<file path="config.mk">
export PLATFORM = sky130hd
export DESIGN_NAME = uart_reg_bridge
export DESIGN_NICKNAME = d
export VERILOG_FILES = /design/src/hw/bridge_proto_pkg.sv /design/src/hw/apb_bus_pkg.sv /design/src/hw/cmd_parser.sv /design/src/hw/apb_master.sv /design/src/hw/resp_sender.sv /design/src/hw/uart_reg_bridge.sv
export SDC_FILE = /design/constraint.sdc
export NUM_CORES = 1
export LEC_CHECK = 0
export ABC_AREA = 1
export BUFFER_PORTS_ARGS = -buffer_cell sky130_fd_sc_hd__clkbuf_2
export CAP_MARGIN = 10
export CORE_ASPECT_RATIO = 0.6
export CORE_MARGIN = 2
export CORE_UTILIZATION = 51
export CTS_BUF_LIST = sky130_fd_sc_hd__clkbuf_16
export DETAILED_ROUTE_END_ITERATION = 8
export GPL_ROUTABILITY_DRIVEN = 0
export PLACE_DENSITY = 0.76
export SYNTH_ARGS = -nofsm -noshare
export SYNTH_HDL_FRONTEND = slang
export SYNTH_SLANG_ARGS = --single-unit
</file>
<file path="constraint.sdc">
create_clock -name clk -period 2.1 [get_ports clk]
set_input_delay 0.42 -clock clk [delete_from_list [all_inputs] [get_ports clk]]
set_output_delay 0.42 -clock clk [all_outputs]
set_load 0.02 [all_outputs]
</file>
<file path="src/hw/bridge_proto_pkg.sv">
package bridge_proto_pkg;

  localparam int BYTE_W = 8;

  // Command nibbles, low nibble of the first request byte
  localparam logic [3:0] CMD_REG_READ  = 4'h1;
  localparam logic [3:0] CMD_REG_WRITE = 4'h2;

  // Leading bytes of the reply frames
  localparam logic [BYTE_W-1:0] RESP_WRITE_CODE = 8'h05;
  localparam logic [BYTE_W-1:0] RESP_ERR_CODE   = 8'h0F;
  localparam logic [BYTE_W-1:0] ERR_STATUS_CMD  = 8'h01; // Bit 0 flags a bad command

  localparam int WDATA_BYTES = 4; // Write data, MSB first on the wire

  // Reply lengths in bytes
  localparam logic [2:0] READ_RESP_LEN  = 3'd4;
  localparam logic [2:0] WRITE_RESP_LEN = 3'd3;
  localparam logic [2:0] ERR_RESP_LEN   = 3'd2;

  // Which reply frame the sender builds
  typedef enum logic [1:0] {RESP_READ, RESP_WRITE, RESP_ERROR} resp_kind_t;

  // Reply word, always sent from the top byte down
  typedef union packed {
    logic [3:0][BYTE_W-1:0] bytes; // Read data view
    struct packed {
      logic [BYTE_W-1:0] code;
      logic [BYTE_W-1:0] addr;
      logic [BYTE_W-1:0] status;
      logic [BYTE_W-1:0] pad;      // Never sent
    } frame;
  } resp_word_u;

endpackage

</file>
<file path="src/hw/apb_bus_pkg.sv">
package apb_bus_pkg;

  // Register map is one byte wide
  localparam int APB_ADDR_W = 8;
  localparam int APB_DATA_W = 32;

  // Values driven on pwrite
  localparam logic APB_READ  = 1'b0;
  localparam logic APB_WRITE = 1'b1;

endpackage

</file>
<file path="src/hw/cmd_parser.sv">
`timescale 1ns/1ps

module cmd_parser
  import bridge_proto_pkg::*;
(
  input  logic                          clk,
  input  logic                          rst_n,
  input  logic                          rx_done,
  input  logic [BYTE_W-1:0]             rx_data,
  input  logic                          resp_done,
  output logic                          ready,
  output logic                          req_valid,
  output resp_kind_t                    req_kind,
  output logic [BYTE_W-1:0]             req_addr,
  output logic [WDATA_BYTES*BYTE_W-1:0] req_wdata
);

  enum logic [1:0] {S_IDLE, S_ADDR, S_DATA, S_ISSUED} state;

  logic [$clog2(WDATA_BYTES)-1:0] byte_cnt; // Write data bytes seen
  resp_kind_t                     cmd_kind;

  // Classify the command nibble of the incoming byte
  always_comb begin
    case (rx_data[3:0])
      CMD_REG_READ:  cmd_kind = RESP_READ;
      CMD_REG_WRITE: cmd_kind = RESP_WRITE;
      default:       cmd_kind = RESP_ERROR;
    endcase
  end

  always_ff @(posedge clk or negedge rst_n) begin
    if (!rst_n) begin
      state     <= S_IDLE;
      byte_cnt  <= '0;
      req_valid <= 1'b0;
      req_kind  <= RESP_READ;
    end else begin
      req_valid <= 1'b0;
      case (state)
        S_IDLE: begin
          if (rx_done) begin
            req_kind <= cmd_kind;
            if (cmd_kind == RESP_ERROR) begin
              req_valid <= 1'b1; // Bad command, reply without an address
              state     <= S_ISSUED;
            end else begin
              state <= S_ADDR;
            end
          end
        end
        S_ADDR: begin
          if (rx_done) begin
            byte_cnt <= '0;
            if (req_kind == RESP_READ) begin
              req_valid <= 1'b1;
              state     <= S_ISSUED;
            end else begin
              state <= S_DATA;
            end
          end
        end
        S_DATA: begin
          if (rx_done) begin
            byte_cnt <= byte_cnt + 1'b1;
            if (int'(byte_cnt) == WDATA_BYTES - 1) begin
              req_valid <= 1'b1; // Last data byte
              state     <= S_ISSUED;
            end
          end
        end
        S_ISSUED: begin
          // Input is dropped until the reply is out
          if (resp_done)
            state <= S_IDLE;
        end
        default: state <= S_IDLE;
      endcase
    end
  end

  // Address and write data capture
  always_ff @(posedge clk) begin
    if (rx_done && state == S_ADDR)
      req_addr <= rx_data;
    if (rx_done && state == S_DATA)
      req_wdata <= {req_wdata[(WDATA_BYTES-1)*BYTE_W-1:0], rx_data}; // MSB arrives first
  end

  assign ready = (state == S_IDLE);

endmodule

</file>
<file path="src/hw/apb_master.sv">
`timescale 1ns/1ps

module apb_master
  import apb_bus_pkg::*;
(
  input  logic                  clk,
  input  logic                  rst_n,
  input  logic                  start,
  input  logic                  write,
  input  logic [APB_ADDR_W-1:0] addr,
  input  logic [APB_DATA_W-1:0] wdata,
  output logic                  psel,
  output logic                  penable,
  output logic                  pwrite,
  output logic [APB_ADDR_W-1:0] paddr,
  output logic [APB_DATA_W-1:0] pwdata,
  input  logic [APB_DATA_W-1:0] prdata,
  input  logic                  pslverr,
  output logic                  acc_done,
  output logic [APB_DATA_W-1:0] acc_rdata,
  output logic                  acc_slverr
);

  enum logic [1:0] {S_IDLE, S_SETUP, S_ACCESS, S_COMPLETE} state;

  always_ff @(posedge clk or negedge rst_n) begin
    if (!rst_n) begin
      state  <= S_IDLE;
      pwrite <= APB_READ;
      paddr  <= '0;
      pwdata <= '0;
    end else begin
      case (state)
        S_IDLE: begin
          if (start) begin
            state  <= S_SETUP;
            pwrite <= write;
            paddr  <= addr;
            pwdata <= wdata;
          end
        end
        S_SETUP:  state <= S_ACCESS;
        S_ACCESS: begin
          state  <= S_COMPLETE; // No pready, access ends here
          pwrite <= APB_READ;
          paddr  <= '0;
          pwdata <= '0;
        end
        default:  state <= S_IDLE;
      endcase
    end
  end

  // Slave answer taken at the end of the access phase
  always_ff @(posedge clk) begin
    if (state == S_ACCESS) begin
      acc_rdata  <= prdata;
      acc_slverr <= pslverr;
    end
  end

  assign psel     = (state == S_SETUP) || (state == S_ACCESS);
  assign penable  = (state == S_ACCESS);
  assign acc_done = (state == S_COMPLETE);

endmodule

</file>
<file path="src/hw/resp_sender.sv">
`timescale 1ns/1ps

module resp_sender
  import bridge_proto_pkg::*;
  import apb_bus_pkg::*;
(
  input  logic                  clk,
  input  logic                  rst_n,
  input  logic                  start,
  input  resp_kind_t            kind,
  input  logic [BYTE_W-1:0]     addr,
  input  logic [APB_DATA_W-1:0] rdata,
  input  logic                  slverr,
  output logic                  tx_req,
  input  logic                  tx_grant,
  output logic                  tx_wr,
  output logic [BYTE_W-1:0]     tx_wdata,
  output logic                  resp_done
);

  enum logic [1:0] {S_IDLE, S_REQ, S_SEND, S_DONE} state;

  resp_word_u word_q;
  resp_word_u load_word;
  logic [2:0] load_len;
  logic [2:0] cnt;      // Bytes still to write

  // Frame as seen at start
  always_comb begin
    load_word = '0;
    case (kind)
      RESP_READ: begin
        load_word.bytes = rdata;
        load_len        = READ_RESP_LEN;
      end
      RESP_WRITE: begin
        load_word.frame.code   = RESP_WRITE_CODE;
        load_word.frame.addr   = addr;
        load_word.frame.status = {{(BYTE_W-1){1'b0}}, slverr};
        load_len               = WRITE_RESP_LEN;
      end
      default: begin
        load_word.frame.code = RESP_ERR_CODE;
        load_word.frame.addr = ERR_STATUS_CMD; // Status sits in the second byte here
        load_len             = ERR_RESP_LEN;
      end
    endcase
  end

  always_ff @(posedge clk or negedge rst_n) begin
    if (!rst_n) begin
      state <= S_IDLE;
      cnt   <= '0;
    end else begin
      case (state)
        S_IDLE: begin
          if (start) begin
            state <= S_REQ;
            cnt   <= load_len;
          end
        end
        S_REQ: begin
          if (tx_grant)
            state <= S_SEND;
        end
        S_SEND: begin
          cnt <= cnt - 1'b1;
          if (cnt == 3'd1)
            state <= S_DONE; // Last byte goes out this cycle
        end
        default: state <= S_IDLE;
      endcase
    end
  end

  // Reply shift register, top byte is on the bus
  always_ff @(posedge clk) begin
    if (state == S_IDLE && start)
      word_q <= load_word;
    else if (state == S_SEND)
      word_q.bytes <= {word_q.bytes[2:0], {BYTE_W{1'b0}}};
  end

  assign tx_req    = (state == S_REQ) || (state == S_SEND);
  assign tx_wr     = (state == S_SEND);
  assign tx_wdata  = word_q.bytes[3];
  assign resp_done = (state == S_DONE);

endmodule

</file>
<file path="src/hw/uart_reg_bridge.sv">
`timescale 1ns/1ps

module uart_reg_bridge
  import bridge_proto_pkg::*;
  import apb_bus_pkg::*;
(
  input  logic                  clk,
  input  logic                  rst_n,
  input  logic                  rx_done,
  input  logic [BYTE_W-1:0]     rx_data,
  output logic                  ready,
  output logic                  tx_req,
  input  logic                  tx_grant,
  output logic                  tx_wr,
  output logic [BYTE_W-1:0]     tx_wdata,
  output logic                  psel,
  output logic                  penable,
  output logic                  pwrite,
  output logic [APB_ADDR_W-1:0] paddr,
  output logic [APB_DATA_W-1:0] pwdata,
  input  logic [APB_DATA_W-1:0] prdata,
  input  logic                  pslverr
);

  logic                  req_valid;
  resp_kind_t            req_kind;
  logic [BYTE_W-1:0]     req_addr;
  logic [APB_DATA_W-1:0] req_wdata;
  logic                  acc_start;
  logic                  acc_write;
  logic                  acc_done;
  logic [APB_DATA_W-1:0] acc_rdata;
  logic                  acc_slverr;
  logic                  send_start;
  logic                  resp_done;

  cmd_parser u_parser (
    .clk       (clk),
    .rst_n     (rst_n),
    .rx_done   (rx_done),
    .rx_data   (rx_data),
    .resp_done (resp_done),
    .ready     (ready),
    .req_valid (req_valid),
    .req_kind  (req_kind),
    .req_addr  (req_addr),
    .req_wdata (req_wdata)
  );

  // Only reads and writes touch the bus
  assign acc_start = req_valid && (req_kind != RESP_ERROR);
  assign acc_write = (req_kind == RESP_WRITE) ? APB_WRITE : APB_READ;

  apb_master u_apb (
    .clk        (clk),
    .rst_n      (rst_n),
    .start      (acc_start),
    .write      (acc_write),
    .addr       (req_addr),
    .wdata      (req_wdata),
    .psel       (psel),
    .penable    (penable),
    .pwrite     (pwrite),
    .paddr      (paddr),
    .pwdata     (pwdata),
    .prdata     (prdata),
    .pslverr    (pslverr),
    .acc_done   (acc_done),
    .acc_rdata  (acc_rdata),
    .acc_slverr (acc_slverr)
  );

  // Error replies skip the APB access
  assign send_start = acc_done || (req_valid && req_kind == RESP_ERROR);

  resp_sender u_sender (
    .clk       (clk),
    .rst_n     (rst_n),
    .start     (send_start),
    .kind      (req_kind),
    .addr      (req_addr),
    .rdata     (acc_rdata),
    .slverr    (acc_slverr),
    .tx_req    (tx_req),
    .tx_grant  (tx_grant),
    .tx_wr     (tx_wr),
    .tx_wdata  (tx_wdata),
    .resp_done (resp_done)
  );

endmodule

</file>
==> results.json <==
{
  "use_met1": 0.292,
  "clk_pin_slew_ns": 0.07,
  "syn2layout_area_growth_pct": 18.1,
  "grt_use_met2": 0.312,
  "cp_top_family": "buffers and inverters",
  "final_cells": 838,
  "cts_buffers": 17,
  "dp.cells": 806,
  "clkSinkCount": 160,
  "fin_nets": 723,
  "diodes": 0,
  "slowest_stage": "dfrtp_1",
  "slew_headroom": 0.524,
  "leakage_nw": 3.56,
  "rsz0062_at_grt": "no",
  "route.antenna.remaining_nets": 0,
  "startpoint_type": "register",
  "viasPerCell": 5.22,
  "drt-initial-drc-count": 329,
  "ys_types": 25,
  "cp-end-kind": "output pin",
  "worst_pin_slew_ns": 0.714,
  "die_w_um": 149,
  "finalMaxSlewViolations": 0,
  "outcome": "completed",
  "use_met3": 0.0588,
  "vias": 4371,
  "fmax_ghz": 0.499,
  "dpl-instance-area_sq_um": 7080,
  "synth_seq_area_share": 0.700,
  "wl_per_cell_um": 16.0,
  "core.rowCount": 31,
  "grt_max_degree": 56,
  "fp.coreArea_sq_um": 12200,
  "post_cts_buffers": 0,
  "cp.required_ns": 1.68,
  "hold_path.class": "input pin to asynchronous set/reset pin",
  "crit_path_max_fanout": 15,
  "synth_seq_cells": 160,
  "min_period_ns": 2.00,
  "rrSetupSlack_ns": 0.39,
  "p_per_area_nw_per_um2": 1650,
  "drt-total-wl_um": 13400,
  "detail_route.first_pass.iterations": 5,
  "final_area_sq_um": 7650,
  "ios": 99,
  "final.fill_count": 955,
  "critPathArrivalTime_ns": 1.58,
  "grt_pass1_vias": 4285,
  "root_buffer": "clkbuf_16",
  "port-buffer-count": 98,
  "finalCritPeriodShare": 0.955,
  "avgSynthCellArea_sq_um": 11.5,
  "holdBufCountCts": 0,
  "grt.busiest_layer": "met2",
  "hpwl_um": 8780,
  "skew_ns": 0.0154,
  "synth_warnings": 0,
  "tns_ns": 0,
  "drive_gt1_frac": 0.215,
  "overflow": 0,
  "cts_tree": "done",
  "max_stage_delay_ns": 0.38,
  "cts_max_level": 4,
  "finalSetupViolCount": 0,
  "crit_chain": "inv_1, ha_2, buf_4, clkbuf_2",
  "dieHeight_um": 91.3,
  "hold_viol": 0,
  "track_usage": 0.205,
  "syn_area_sq_um": 6470,
  "antenna_found_initial": 0,
  "drv_cap": 0,
  "clock_path_buffers": 2,
  "multi_input_area_sq_um": 1610,
  "whs_ns": 0.128,
  "seqCellArea_sq_um": 4530,
  "cts_resized": 0,
  "insertion_delay_ns": 0.42,
  "route.detailed.drc": 0,
  "syn_nets": 628,
  "critPathBufInv": 3,
  "utilization": 0.626,
  "ir_worst_vdd_v": 0.000762,
  "dieArea_sq_um": 13600,
  "netlist_instances": 565,
  "grt_pass1_wl_um": 21500,
  "initial_core_util": 0.530,
  "path_class": "register to output pin"
}
-- where the power goes --
| group | internal, mW | switching (mW) |
|---|---|---|
| Sequential | 4.79 | 0.555 |
| Clock | 1.70 | 1.24 |
| Combinational | 1.32 | 3.01 |
-- worst paths after layout --
path / to / depth (start not counted) / startpoint
worst max-delay path: penable / 4 / u_apb.state[0]
min in group clk: u_apb.acc_rdata[5] / 1 / prdata[5]
worst min register to register: u_parser.req_wdata[12] / 0 / u_parser.req_wdata[4]
max in group asynchronous: u_apb.paddr[7] / 2 / rst_n
worst max register to register: u_sender.word_q[27] / 5 / u_sender.state[0]
worst min-delay path: u_apb.pwdata[28] / 2 / rst_n
-- layer usage --
layer / part of all wire / vias to the layer above
met4: 0.011 / 0
li1: - / 2086
met5: 0 / -
met2: 0.47 / 161
met1: 0.45 / 2111
met3: 0.067 / 13
-- logic make-up after synthesis --
group                    after synthesis  share of synthesized area
AND/OR/NAND/NOR                      281                      0.185
flip-flops                           160                      0.700
buffers and inverters                 70                     0.0522
AO/OA/AOI/OAI                         35                     0.0271
adder cells (fa/ha/maj)               18                     0.0348
XOR/XNOR                               1                    0.00135
-- sequential cells by signal (all words and copies together) (netlist names) --
| register | flops |
|---|---|
| u_sender.cnt | 3 |
| u_apb.pwrite | 1 |
| u_parser.req_valid | 1 |
| u_parser.req_wdata | 32 |
| u_parser.state | 2 |
| u_parser.req_addr | 8 |
| u_apb.paddr | 8 |
| u_sender.word_q | 32 |
| u_sender.state | 2 |
| u_apb.acc_slverr | 1 |
| u_parser.byte_cnt | 2 |
| u_apb.acc_rdata | 32 |
| u_apb.pwdata | 32 |
| u_parser.req_kind | 2 |
| u_apb.state | 2 |
-- stage by stage --
step           power [mW]  setup slack, ns
2_1_floorplan        8.42           0.0371
3_3_place_gp         9.46            0.442
3_5_place_dp         9.70            0.420
4_1_cts              12.7           0.0970
5_1_grt              13.4           0.0368
6_report             12.6           0.0955
-- synth_stat cells --
cell	instances	area [sq um]
nand2_1	166	623
edfxtp_1	105	3150
nand3_1	91	455
dfrtp_1	55	1380
inv_1	34	128
o21ai_0	24	120
ha_1	18	225
nor2_1	15	56.3
buf_2	12	60.1
a21oi_1	8	40.0
buf_4	8	60.1
buf_1	4	15.0
buf_6	4	45.0
clkbuf_1	4	15.0
inv_2	3	11.3
o21ai_1	3	15.0
nand2_2	2	12.5
nor3_1	2	10.0
clkinv_1	1	3.75
nand2_4	1	11.3
nand3_2	1	10.0
nand4_1	1	6.26
nor2_2	1	6.26
or2_1	1	6.26
xor2_1	1	8.76
-- area by class of cell --
class                   instances  area share
flip-flops and latches        160       0.592
multi-input cells             335       0.210
repair buffers                108      0.0772
clock buffers                  18      0.0589
well taps                     165      0.0270
inverters                      38      0.0187
clock inverters                14      0.0154
-- worst reg2reg max path, cell delays in order (launching register included) --
cell     delay (ns)
dfrtp_1        0.39
inv_1          0.10
ha_1           0.26
nand2_2        0.13
buf_4          0.35
o21ai_0        0.21
-- placed cells by master (no fill, tap or decap) --
master,synthesis,routed
o21ai_0,24,24
nor3_1,2,2
bufinv_16,0,1
inv_2,3,3
buf_4,8,8
a21oi_1,8,8
edfxtp_1,105,105
clkbuf_2,0,98
clkinv_1,1,1
clkbuf_16,0,18
or2_1,1,1
inv_1,34,38
inv_4,0,1
nand2_2,2,2
clkinv_4,0,4
buf_12,0,2
ha_1,18,17
nor2_1,15,15
o21ai_1,3,3
nand3_2,1,1
ha_2,0,1
nand2_1,166,166
nor2_2,1,1
clkinv_2,0,1
nand3_1,91,91
inv_6,0,3
nand2_4,1,1
xor2_1,1,1
nand4_1,1,1
dfrtp_1,55,55
Note: power is estimated with default switching activity, not from simulation.
